### config.mk
export PLATFORM = sky130hd
export DESIGN_NAME = surfturf_wrapper
export DESIGN_NICKNAME = d
export VERILOG_FILES = /design/src/design/surfturf_pkg.sv /design/src/design/surfturf_wrapper.sv /design/src/design/surf_channel.sv /design/src/design/cmd_splice.sv /design/src/design/surfturf_regs.sv /design/src/design/turf_cmd_link.sv
export VERILOG_INCLUDE_DIRS = /design/src /design/src/design
export SDC_FILE = /design/constraint.sdc
export NUM_CORES = 2
export LEC_CHECK = 0
export BUFFER_PORTS_ARGS = -buffer_cell sky130_fd_sc_hd__buf_2
export CAP_MARGIN = 10
export CORE_UTILIZATION = 35
export CTS_BUF_LIST = sky130_fd_sc_hd__clkbuf_8 sky130_fd_sc_hd__clkbuf_16
export CTS_CLUSTER_SIZE = 12
export DETAILED_ROUTE_END_ITERATION = 12
export SYNTH_ARGS = -nofsm -noshare
export SYNTH_HDL_FRONTEND = slang
export SYNTH_SLANG_ARGS = --single-unit
export TNS_END_PERCENT = 100
### constraint.sdc
create_clock -name sysclk_i -period 3.3 [get_ports sysclk_i]
set_input_delay 0.495 -clock sysclk_i [delete_from_list [all_inputs] [get_ports sysclk_i]]
set_output_delay 0.495 -clock sysclk_i [all_outputs]
set_load 0.03 [all_outputs]
### src/design/surfturf_defs.svh
`ifndef SURFTURF_DEFS_SVH
`define SURFTURF_DEFS_SVH

// word the turf link repeats while it is idle or training
`define ST_TRAIN_WORD 32'hA55A6996

// consecutive training words before the link counts as locked
`define ST_LOCK_COUNT 2

// surf channels behind the wrapper, slots 1 to 6
`define ST_NUM_SURF 6

// bytes captured per channel after each trigger
`define ST_EVENT_LEN 8

// per-channel FIFO depth in bytes
// two events fit before bytes start to drop
`define ST_FIFO_DEPTH 16

`endif
### src/design/surfturf_pkg.sv
package surfturf_pkg;

    typedef logic [11:0] bus_addr_t;
    typedef logic [31:0] bus_data_t;
    typedef logic [14:0] trig_time_t;
    typedef logic [1:0]  runcmd_t;
    typedef logic [7:0]  byte_t;

    // register bus request, one-cycle strobe
    typedef struct packed {
        logic      stb;
        logic      we;
        bus_addr_t adr;
        bus_data_t wdat;
    } bus_req_t;

    typedef struct packed {
        logic      ack;
        bus_data_t rdat;
    } bus_rsp_t;

    // turf command word layout
    typedef struct packed {
        logic       trig;
        trig_time_t trig_time;
        logic [12:0] rsvd;
        logic       run_valid;
        runcmd_t    runcmd;
    } cmd_word_t;

    // command after merging turf and local sources
    typedef struct packed {
        logic       trig;
        trig_time_t trig_time;
        logic       run_valid;
        runcmd_t    runcmd;
    } spliced_cmd_t;

    typedef struct packed {
        byte_t tdata;
        logic  tlast;
    } stream_beat_t;

    typedef enum logic [1:0] {IDLE, CAPTURE, DRAIN} chan_state_t;

endpackage

### src/design/surfturf_wrapper.sv
`timescale 1ns/1ps
`include "surfturf_defs.svh"

module surfturf_wrapper import surfturf_pkg::*; (
    input  logic                                 sysclk_i,
    input  logic                                 rst_n_i,
    input  bus_req_t                             bus_req_i,
    output bus_rsp_t                             bus_rsp_o,
    input  cmd_word_t                            turf_word_i,
    input  logic                                 turf_word_valid_i,
    output logic                                 command_locked_o,
    output cmd_word_t                            command_o,
    output logic                                 command_valid_o,
    input  bus_data_t                            response_i,
    input  byte_t        [`ST_NUM_SURF-1:0]      surf_byte_i,
    input  logic         [`ST_NUM_SURF-1:0]      surf_valid_i,
    output stream_beat_t [`ST_NUM_SURF-1:0]      m_beat_o,
    output logic         [`ST_NUM_SURF-1:0]      m_valid_o,
    input  logic         [`ST_NUM_SURF-1:0]      m_ready_i
);
    localparam int NSLOT = 8;

    logic                    core_sel;
    logic [NSLOT-1:0]        slot_sel;
    bus_rsp_t                core_rsp;
    bus_rsp_t                slot_rsp [NSLOT];
    bus_addr_t               adr_q;
    logic                    slot7_ack;
    logic                    event_reset;
    logic [`ST_NUM_SURF-1:0] chan_disable;
    logic                    run_valid;
    logic                    run_ready;
    runcmd_t                 run_cmd;
    logic                    trig_valid;
    logic                    trig_ready;
    trig_time_t              trig_time;
    spliced_cmd_t            spliced;

    // bit 11 picks the control core, otherwise bits 8:6 pick a 64-byte slot
    assign core_sel = bus_req_i.adr[11];
    always_comb begin
        for (int k = 0; k < NSLOT; k++) begin
            slot_sel[k] = !bus_req_i.adr[11] && (bus_req_i.adr[8:6] == 3'(k));
        end
    end

    // responses come a cycle later, so steer them with the held address
    always_ff @(posedge sysclk_i) begin
        if (!rst_n_i) begin
            adr_q     <= '0;
            slot7_ack <= 1'b0;
        end else begin
            if (bus_req_i.stb) begin
                adr_q <= bus_req_i.adr;
            end
            slot7_ack <= bus_req_i.stb && slot_sel[7];
        end
    end

    // empty slot still acks
    assign slot_rsp[7].ack  = slot7_ack;
    assign slot_rsp[7].rdat = '0;

    assign bus_rsp_o = adr_q[11] ? core_rsp : slot_rsp[adr_q[8:6]];

    turf_cmd_link u_turf (
        .sysclk_i          (sysclk_i),
        .rst_n_i           (rst_n_i),
        .bus_req_i         (bus_req_i),
        .sel_i             (slot_sel[0]),
        .bus_rsp_o         (slot_rsp[0]),
        .turf_word_i       (turf_word_i),
        .turf_word_valid_i (turf_word_valid_i),
        .response_i        (response_i),
        .command_locked_o  (command_locked_o),
        .command_o         (command_o),
        .command_valid_o   (command_valid_o)
    );

    surfturf_regs u_core (
        .sysclk_i      (sysclk_i),
        .rst_n_i       (rst_n_i),
        .bus_req_i     (bus_req_i),
        .sel_i         (core_sel),
        .bus_rsp_o     (core_rsp),
        .event_reset_o (event_reset),
        .disable_o     (chan_disable),
        .run_valid_o   (run_valid),
        .run_o         (run_cmd),
        .run_ready_i   (run_ready),
        .trig_valid_o  (trig_valid),
        .trig_o        (trig_time),
        .trig_ready_i  (trig_ready)
    );

    cmd_splice u_splice (
        .sysclk_i        (sysclk_i),
        .rst_n_i         (rst_n_i),
        .command_i       (command_o),
        .command_valid_i (command_valid_o),
        .run_valid_i     (run_valid),
        .run_i           (run_cmd),
        .run_ready_o     (run_ready),
        .trig_valid_i    (trig_valid),
        .trig_i          (trig_time),
        .trig_ready_o    (trig_ready),
        .spliced_o       (spliced)
    );

    // channel i lives in slot i+1
    for (genvar i = 0; i < `ST_NUM_SURF; i++) begin : g_surf
        surf_channel u_surf (
            .sysclk_i      (sysclk_i),
            .rst_n_i       (rst_n_i),
            .bus_req_i     (bus_req_i),
            .sel_i         (slot_sel[i+1]),
            .bus_rsp_o     (slot_rsp[i+1]),
            .spliced_i     (spliced),
            .event_reset_i (event_reset),
            .disable_i     (chan_disable[i]),
            .surf_byte_i   (surf_byte_i[i]),
            .surf_valid_i  (surf_valid_i[i]),
            .m_beat_o      (m_beat_o[i]),
            .m_valid_o     (m_valid_o[i]),
            .m_ready_i     (m_ready_i[i])
        );
    end

endmodule

### src/design/surf_channel.sv
`timescale 1ns/1ps
`include "surfturf_defs.svh"

module surf_channel import surfturf_pkg::*; (
    input  logic         sysclk_i,
    input  logic         rst_n_i,
    input  bus_req_t     bus_req_i,
    input  logic         sel_i,
    output bus_rsp_t     bus_rsp_o,
    input  spliced_cmd_t spliced_i,
    input  logic         event_reset_i,
    input  logic         disable_i,
    input  byte_t        surf_byte_i,
    input  logic         surf_valid_i,
    output stream_beat_t m_beat_o,
    output logic         m_valid_o,
    input  logic         m_ready_i
);
    localparam int AW = $clog2(`ST_FIFO_DEPTH);
    localparam int CW = $clog2(`ST_EVENT_LEN + 1);

    chan_state_t   state;
    logic [CW-1:0] byte_cnt;
    stream_beat_t  fifo_mem [`ST_FIFO_DEPTH];
    logic [AW:0]   wr_ptr;
    logic [AW:0]   rd_ptr;
    logic [AW:0]   level;
    logic          full;
    logic          take;
    logic          push;
    logic          pop;
    logic          last_byte;
    bus_data_t     event_count;
    bus_data_t     drop_count;
    bus_data_t     rd_mux;

    assign level     = wr_ptr - rd_ptr;
    assign full      = (level == (AW + 1)'(`ST_FIFO_DEPTH));
    // bytes inside the window count toward the event even when dropped
    assign take      = (state == CAPTURE) && surf_valid_i;
    assign push      = take && !full;
    assign last_byte = (byte_cnt == CW'(`ST_EVENT_LEN - 1));
    assign m_valid_o = (level != '0);
    assign pop       = m_valid_o && m_ready_i;
    assign m_beat_o  = fifo_mem[rd_ptr[AW-1:0]];

    // DRAIN is a single closing cycle where the event gets tallied
    always_ff @(posedge sysclk_i) begin
        if (!rst_n_i || event_reset_i) begin
            state    <= IDLE;
            byte_cnt <= '0;
        end else begin
            case (state)
                IDLE: begin
                    byte_cnt <= '0;
                    if (spliced_i.trig && !disable_i) begin
                        state <= CAPTURE;
                    end
                end
                CAPTURE: begin
                    if (take) begin
                        if (last_byte) begin
                            state <= DRAIN;
                        end else begin
                            byte_cnt <= byte_cnt + 1'b1;
                        end
                    end
                end
                DRAIN:   state <= IDLE;
                default: state <= IDLE;
            endcase
        end
    end

    always_ff @(posedge sysclk_i) begin
        if (!rst_n_i || event_reset_i) begin
            wr_ptr <= '0;
            rd_ptr <= '0;
        end else begin
            if (push) begin
                wr_ptr <= wr_ptr + 1'b1;
            end
            if (pop) begin
                rd_ptr <= rd_ptr + 1'b1;
            end
        end
    end

    always_ff @(posedge sysclk_i) begin
        if (push) begin
            fifo_mem[wr_ptr[AW-1:0]] <= {surf_byte_i, last_byte};
        end
    end

    always_ff @(posedge sysclk_i) begin
        if (!rst_n_i || event_reset_i) begin
            event_count <= '0;
            drop_count  <= '0;
        end else begin
            if (state == DRAIN) begin
                event_count <= event_count + 1'b1;
            end
            if (take && full) begin
                drop_count <= drop_count + 1'b1;
            end
        end
    end

    always_comb begin
        case (bus_req_i.adr[5:2])
            4'd0:    rd_mux = event_count;
            4'd1:    rd_mux = drop_count;
            4'd2:    rd_mux = bus_data_t'(level);
            default: rd_mux = '0;
        endcase
    end

    always_ff @(posedge sysclk_i) begin
        if (!rst_n_i) begin
            bus_rsp_o.ack <= 1'b0;
        end else begin
            bus_rsp_o.ack <= bus_req_i.stb && sel_i;
        end
    end

    always_ff @(posedge sysclk_i) begin
        bus_rsp_o.rdat <= rd_mux;
    end

endmodule

### src/design/cmd_splice.sv
`timescale 1ns/1ps

module cmd_splice import surfturf_pkg::*; (
    input  logic         sysclk_i,
    input  logic         rst_n_i,
    input  cmd_word_t    command_i,
    input  logic         command_valid_i,
    input  logic         run_valid_i,
    input  runcmd_t      run_i,
    output logic         run_ready_o,
    input  logic         trig_valid_i,
    input  trig_time_t   trig_i,
    output logic         trig_ready_o,
    output spliced_cmd_t spliced_o
);
    spliced_cmd_t next_cmd;

    // turf owns the slot whenever it has a word, locals wait
    assign run_ready_o  = !command_valid_i;
    assign trig_ready_o = !command_valid_i;

    always_comb begin
        next_cmd = '0;
        if (command_valid_i) begin
            next_cmd.trig      = command_i.trig;
            next_cmd.trig_time = command_i.trig_time;
            next_cmd.run_valid = command_i.run_valid;
            next_cmd.runcmd    = command_i.runcmd;
        end else begin
            // both locals can share one spliced word
            if (trig_valid_i) begin
                next_cmd.trig      = 1'b1;
                next_cmd.trig_time = trig_i;
            end
            if (run_valid_i) begin
                next_cmd.run_valid = 1'b1;
                next_cmd.runcmd    = run_i;
            end
        end
    end

    always_ff @(posedge sysclk_i) begin
        if (!rst_n_i) begin
            spliced_o <= '0;
        end else begin
            spliced_o <= next_cmd;
        end
    end

endmodule

### src/design/surfturf_regs.sv
`timescale 1ns/1ps
`include "surfturf_defs.svh"

module surfturf_regs import surfturf_pkg::*; (
    input  logic                    sysclk_i,
    input  logic                    rst_n_i,
    input  bus_req_t                bus_req_i,
    input  logic                    sel_i,
    output bus_rsp_t                bus_rsp_o,
    output logic                    event_reset_o,
    output logic [`ST_NUM_SURF-1:0] disable_o,
    output logic                    run_valid_o,
    output runcmd_t                 run_o,
    input  logic                    run_ready_i,
    output logic                    trig_valid_o,
    output trig_time_t              trig_o,
    input  logic                    trig_ready_i
);
    logic       wr;
    logic [3:0] idx;
    bus_data_t  trig_count;
    bus_data_t  rd_mux;

    assign wr  = bus_req_i.stb && sel_i && bus_req_i.we;
    assign idx = bus_req_i.adr[5:2];

    always_ff @(posedge sysclk_i) begin
        if (!rst_n_i) begin
            event_reset_o <= 1'b0;
            disable_o     <= '0;
            run_valid_o   <= 1'b0;
            trig_valid_o  <= 1'b0;
            trig_count    <= '0;
        end else begin
            event_reset_o <= wr && (idx == 4'd0) && bus_req_i.wdat[0];
            if (wr && (idx == 4'd1)) begin
                disable_o <= bus_req_i.wdat[`ST_NUM_SURF-1:0];
            end
            // a new post in the same cycle as a handshake stays pending
            if (run_valid_o && run_ready_i) begin
                run_valid_o <= 1'b0;
            end
            if (wr && (idx == 4'd2)) begin
                run_valid_o <= 1'b1;
            end
            if (trig_valid_o && trig_ready_i) begin
                trig_valid_o <= 1'b0;
                trig_count   <= trig_count + 1'b1;
            end
            if (wr && (idx == 4'd3)) begin
                trig_valid_o <= 1'b1;
            end
        end
    end

    always_ff @(posedge sysclk_i) begin
        if (wr && (idx == 4'd2)) begin
            run_o <= bus_req_i.wdat[1:0];
        end
        if (wr && (idx == 4'd3)) begin
            trig_o <= bus_req_i.wdat[14:0];
        end
    end

    // register 0 is write-only, posted items read back as pending flags
    always_comb begin
        case (idx)
            4'd1:    rd_mux = bus_data_t'(disable_o);
            4'd2:    rd_mux = bus_data_t'(run_valid_o);
            4'd3:    rd_mux = bus_data_t'(trig_valid_o);
            4'd4:    rd_mux = trig_count;
            default: rd_mux = '0;
        endcase
    end

    always_ff @(posedge sysclk_i) begin
        if (!rst_n_i) begin
            bus_rsp_o.ack <= 1'b0;
        end else begin
            bus_rsp_o.ack <= bus_req_i.stb && sel_i;
        end
    end

    always_ff @(posedge sysclk_i) begin
        bus_rsp_o.rdat <= rd_mux;
    end

endmodule

### src/design/turf_cmd_link.sv
`timescale 1ns/1ps
`include "surfturf_defs.svh"

module turf_cmd_link import surfturf_pkg::*; (
    input  logic      sysclk_i,
    input  logic      rst_n_i,
    input  bus_req_t  bus_req_i,
    input  logic      sel_i,
    output bus_rsp_t  bus_rsp_o,
    input  cmd_word_t turf_word_i,
    input  logic      turf_word_valid_i,
    input  bus_data_t response_i,
    output logic      command_locked_o,
    output cmd_word_t command_o,
    output logic      command_valid_o
);
    localparam int LOCK_W = $clog2(`ST_LOCK_COUNT + 1);

    logic [LOCK_W-1:0] train_cnt;
    logic              is_train;
    logic              lock_clear;
    logic              fwd;
    bus_data_t         fwd_count;
    bus_data_t         rd_mux;

    assign is_train   = (turf_word_i == `ST_TRAIN_WORD);
    assign lock_clear = bus_req_i.stb && sel_i && bus_req_i.we && (bus_req_i.adr[5:2] == 4'd0);
    assign fwd        = command_locked_o && turf_word_valid_i && !is_train;

    // any non-training word breaks the run of training words
    always_ff @(posedge sysclk_i) begin
        if (!rst_n_i) begin
            train_cnt        <= '0;
            command_locked_o <= 1'b0;
        end else if (lock_clear) begin
            train_cnt        <= '0;
            command_locked_o <= 1'b0;
        end else if (turf_word_valid_i && !command_locked_o) begin
            if (!is_train) begin
                train_cnt <= '0;
            end else if (train_cnt == LOCK_W'(`ST_LOCK_COUNT - 1)) begin
                train_cnt        <= '0;
                command_locked_o <= 1'b1;
            end else begin
                train_cnt <= train_cnt + 1'b1;
            end
        end
    end

    always_ff @(posedge sysclk_i) begin
        if (!rst_n_i) begin
            command_valid_o <= 1'b0;
            fwd_count       <= '0;
        end else begin
            command_valid_o <= fwd;
            if (fwd) begin
                fwd_count <= fwd_count + 1'b1;
            end
        end
    end

    // last forwarded command, also readable as register 2
    always_ff @(posedge sysclk_i) begin
        if (fwd) begin
            command_o <= turf_word_i;
        end
    end

    always_comb begin
        case (bus_req_i.adr[5:2])
            4'd0:    rd_mux = bus_data_t'(command_locked_o);
            4'd1:    rd_mux = fwd_count;
            4'd2:    rd_mux = command_o;
            4'd3:    rd_mux = response_i;
            default: rd_mux = '0;
        endcase
    end

    always_ff @(posedge sysclk_i) begin
        if (!rst_n_i) begin
            bus_rsp_o.ack <= 1'b0;
        end else begin
            bus_rsp_o.ack <= bus_req_i.stb && sel_i;
        end
    end

    always_ff @(posedge sysclk_i) begin
        bus_rsp_o.rdat <= rd_mux;
    end

endmodule

* Yosys cells after proc, flatten, opt, wreduce, memory -nomap -nowiden *
Memory sizes are Yosys's and may differ from the RTL's. A register that Yosys moved wholly into a read port is not among the register bits.
Index checks and enable logic that the tools add are counted.

cells by class
  add/subtract/negate cells = 39
  $lt $le $gt $ge = 1
  equality and inequality tests = 61
  mux-type cells = 87
  bitwise gates (word level) = 2
  reduce and logical (&&, ||, !) cells = 114

operator list
  operator               count
  $pmux 32 s3            6
  $add 32x1->32 const B  14
  $pmux 32 s4            2
  $bmux 33 s3            1
  $mux 33                3
  $mux 4                 24
  $add 5x1->5 const B    12
  $logic_and 1x1->1      60
  $pmux 4 s2             6
  $mux 2                 20
  $reduce_and 3->1       13
  $ne 2x1->1 const B     18
  $eq 32x32->1 const B   1
  $eq 5x5->1 const B     6
  $reduce_bool 5->1      6
  $sub 5x5->5            6
  $eq 4x3->1 const B     7
  $add 4x1->4 const B    6
  $pmux 2 s2             6
  $mux 19                1
  $logic_not 1->1        17
  $mux 1                 16
  $mux 16                1
  $reduce_bool 2->1      8
  18 further kinds       44

storage, ports and cells
  register bits after elaboration = 884
  memory bits (writable) = 864
  input port bits = 173
  output and inout port bits = 127
  word-level logic and storage cells = 381
  memories kept = 6

memory list
  memory                     words  width  read ports  clocked after Yosys merged registers in  wr ports  line                source
  g_surf[0].u_surf.fifo_mem  16     9      1           1                                        1         surf_channel.sv:24  stream_beat_t fifo_mem [`ST_FIFO_DEPTH];
  g_surf[1].u_surf.fifo_mem  16     9      1           1                                        1         surf_channel.sv:24
  g_surf[2].u_surf.fifo_mem  16     9      1           1                                        1         surf_channel.sv:24
  g_surf[3].u_surf.fifo_mem  16     9      1           1                                        1         surf_channel.sv:24
  g_surf[4].u_surf.fifo_mem  16     9      1           1                                        1         surf_channel.sv:24
  g_surf[5].u_surf.fifo_mem  16     9      1           1                                        1         surf_channel.sv:24

* Longest topological paths before layout *
  depth in word-level cells = 6
  mapped depth = 11

* Modules after synthesis *
A second synthesis with hierarchy kept.

unflattened totals
  cell total of the unflattened synthesis = 5930
  area, all modules = 75618.8 sq um

by module, submodules not included
  module                           times used  cells an instance  area an instance (sq um)
  surf_channel (g_surf[4].u_surf)  1           812                10889.2
  surf_channel (g_surf[0].u_surf)  1           818                10802.9
  surf_channel (g_surf[2].u_surf)  1           807                10794.1
  surf_channel (g_surf[1].u_surf)  1           807                10777.8
  surf_channel (g_surf[5].u_surf)  1           803                10757.8
  surf_channel (g_surf[3].u_surf)  1           797                10722.8
  turf_cmd_link                    1           353                3943.8
  surfturf_regs                    1           311                3380.7
  surfturf_wrapper                 1           336                2776.4
  cmd_splice                       1           86                 773.2

* Worst setup path before layout *
No wires, ideal clock.

  path type = flip-flop to flip-flop
  start point = register g_surf[5].u_surf.wr_ptr[0]
  end point = memory g_surf[5].u_surf.fifo_mem[3][0] in the netlist's numbering (enable)
  setup time = 0.387 ns
  arrival time = 2.882 ns
  data required time = 2.913 ns
  setup slack = 0.031 ns
  stages on the path, launching flop included = 9
  path buffers = 0
  clock period less this slack = 3.269 ns
  cells stage by stage = dfxtp_1 > inv_1 > ha_1 > fa_1 > nand2b_1 > a21oi_1 > xor2_1 > o21ai_0 > nor3_1

between the ends
  longest elaborated chain between the ends = 6

ends and longest elaborated chain
  element                       line                source
  start: declaration            surf_channel.sv:25  logic [AW:0] wr_ptr;
  start signal: assignment      surf_channel.sv:81  wr_ptr <= wr_ptr + 1'b1;
  $sub 5x5->5                   surf_channel.sv:37  assign level = wr_ptr - rd_ptr;
  $eq 5x5->1                    surf_channel.sv:38  assign full = (level == (AW + 1)'(`ST_FIFO_DEPTH));
  $logic_not 1->1               surf_channel.sv:41  assign push = take && !full;
  $logic_and 1x1->1             surf_channel.sv:41
  $mux 1                        surf_channel.sv:90  if (push) begin
  $mux 1 (implied by the code)  surf_channel.sv:91  fifo_mem[wr_ptr[AW-1:0]] <= {surf_byte_i, last_byte};
  end: declaration              surf_channel.sv:24

Parallel ways exist; a longest one is shown, timed or not.

==> flow_summary.json <==
{
  "r2r-start": "g_surf[0].u_surf.rd_ptr[0]",
  "fin_crit_sh": 1.01,
  "mostFrequentLayoutCells": "896 x edfxtp_1, 827 x dfxtp_1, 603 x nor2_1, 305 x mux4_2, 292 x nand2_1",
  "final.setup.worst_slack_ns": -0.0181,
  "avgRoutedWirePerCell_um": 21.4,
  "yosysUniqueCellTypes": 69,
  "endpoint_kind": "output port",
  "track_usage": 0.179,
  "synth_top_family_by_area": "simple AND/OR/NAND/NOR gates",
  "setup_viol": 1,
  "drt-initial-drc-count": 3840,
  "grt_pass1_vias": 46600,
  "violations": "setup timing",
  "die_area_um2": 208000,
  "numPortBuffers": 269,
  "hold_class": "input pin to register",
  "crit_start": "adr_q[7]",
  "cp.arrival_ns": 2.82,
  "post_dp_cell_area_um2": 77500,
  "synth_fp_nets": 5835,
  "required_ns": 2.80,
  "hpwl_mm": 129,
  "holdWs_ns": 0.0650,
  "synth_area_um2": 72000,
  "synth-xor-area-share": 0.0491,
  "via_per_inst": 5.31,
  "fin_util": 0.418,
  "final_common_cell": "edfxtp_1",
  "synth-seq-cells": 1747,
  "synth_warnings": 0,
  "seq_area_um2": 44000,
  "yosys-mux-area-fraction": 0.112,
  "cts_sinks": 1747,
  "synth-edff-count": 896,
  "cap_viol_max_count": 0,
  "antenna_found_initial": 21,
  "dr.pass1.iters": 5,
  "max_freq_ghz": 0.301,
  "design_area_um2": 85500,
  "synthSimpleGateAreaFrac": 0.131,
  "drc": 0,
  "relSlewSlack": 0.339,
  "grt_max_degree": 88,
  "core_um2": 205000,
  "multi_input_area_um2": 27000,
  "clock-root-buffer": "clkbuf_16",
  "clk_latency_ns": 0.82,
  "period_needed_ns": 3.32,
  "cts_tree": "yes",
  "critical_path_class": "register to output port",
  "io_pins": 300,
  "place_congestion": 0.860,
  "yosys_most_used_dff": "edfxtp_1",
  "peakVddDrop_v": 0.000580,
  "rows": 166,
  "path_clk_slew_ns": 0.06,
  "seq_area_frac_synth": 0.610,
  "ant_nets": 0,
  "grt_pass1_wl_mm": 287,
  "yosys.area_share.adder": 0.0145,
  "initial_core_util": 0.352,
  "start_kind": "register",
  "cts_made_buffers": 184,
  "grt-ovfl-total": 0,
  "synthCells": 5582,
  "cp_max_fo": 14,
  "outcome": "complete, but fails checks",
  "slew_viol_final": 0,
  "timing.final.hold_violations": 0,
  "tns_ns": -0.0181,
  "dieHeight_um": 456,
  "p_total_mw": 53.9,
  "async_flop_share": 0,
  "synth_compound_area_frac": 0.0623,
  "worst_hold_startpoint": "surf_byte_i[28]",
  "htree_levels": 4,
  "avgSynthCellArea_um2": 12.9,
  "rsz0062_at_grt": "true",
  "syn_to_final_growth_pct": 18.7,
  "tightest_slew_ns": 0.990,
  "via_count": 47200,
  "die_w_um": 456,
  "drive_above_1_share": 0.207,
  "power_density_nw_per_um2": 630,
  "p_leak_nw": 28.7,
  "nets": 6309,
  "clk_path_buf_depth": 3,
  "fillCellCount": 18500,
  "routed_wl_mm": 191,
  "clock_skew_ns": 0.0453
}
routing by layer:
metal	up-vias	global-route usage	wire [um]
met1	23700	0.238	83100
li1	21900	-	-
met2	1275	0.294	90800
met5	-	0	50
met3	343	0.0290	9560
met4	8	0.0670	6960
worst paths after layout:
path	to	slack (ns)	cells past startpoint
worst max-delay path	bus_rsp_o[18]	-0.02	6
worst min-delay path	g_surf[3].u_surf.fifo_mem[10][5]	0.07	1
worst max register to register	g_surf[0].u_surf.drop_count[31]	0.12	10
worst min register to register	u_turf.train_cnt[1]	0.45	1
through the flow:
step / setup slack (ns) / std cells
3_5_place_dp: 0.116 / 8450
5_1_grt: -0.0838 / 8889
3_3_place_gp: 0.146 / 8450
2_1_floorplan: 0.0309 / 5582
4_1_cts: -0.101 / 8875
6_report: -0.0181 / 8890
cells in the mapped netlist (all sizes together), types with 80 or more instances:
library cell	instances	area, um^2
a21oi	158	791
a22o	169	1480
and3	106	663
clkbuf	238	893
dfxtp	851	17000
edfxtp	896	26900
inv	80	300
mux2i	84	841
mux4	305	6870
nand2	296	1110
nand3	187	936
nand4	127	795
nor2	605	2270
nor3	87	435
nor4	82	513
o21ai	180	901
or3	85	532
xnor2	213	1870
xor2	191	1670
state kept, by name, indices dropped and copies added, names as in the netlist, 2 cells and up, named ones only:
name	flops
adr_q	4
g_surf.u_surf.bus_rsp_o	198
g_surf.u_surf.byte_cnt	24
g_surf.u_surf.drop_count	192
g_surf.u_surf.event_count	192
g_surf.u_surf.fifo_mem	864
g_surf.u_surf.rd_ptr	30
g_surf.u_surf.state	12
g_surf.u_surf.wr_ptr	30
u_core.bus_rsp_o	33
u_core.disable_o	6
u_core.trig_count	32
u_turf.bus_rsp_o	33
u_turf.command_o	32
u_turf.fwd_count	32
u_turf.train_cnt	2
critical path, cell delays in order (launching register included):
cell	delay, ns
dfxtp_4	0.45
buf_16	0.20
mux2i_1	0.09
o211ai_1	0.56
o21ai_2	0.20
o21ai_1	0.25
buf_2	0.24
power by group:
part	total [mW]	switching [mW]	internal [mW]
sequential	23.2	0.280	23.0
clock	20.4	8.76	11.6
combinational	10.2	5.47	4.75
final cells by class:
type / count / share of cell area
antenna: 5 / 0.000146
timing repair buffer: 597 / 0.0558
multi-input combinational: 3446 / 0.316
inverter: 80 / 0.00354
sequential: 1747 / 0.515
clock inverter: 115 / 0.0116
tap: 2688 / 0.0393
clock buffer: 212 / 0.0586
kinds of logic after synthesis:
family,Yosys count
buf+inv,389
simple gates,1863
fa+ha+maj,80
flops,1747
compound gates,675
mux,424
xor+xnor,404
what timing repair did:
| action | in CTS | in global routing |
|---|---|---|
| endpoints found under the hold margin | 78 | 0 |
| cloned | 13 | 2 |
| resized for setup | 173 | 74 |
| pin swaps | 30 | 25 |
| setup buffers | 33 | 9 |
| setup endpoints to repair | 80 | 57 |
| hold buffers | 52 | 0 |
No activity file was read; power rests on OpenSTA's default activity.
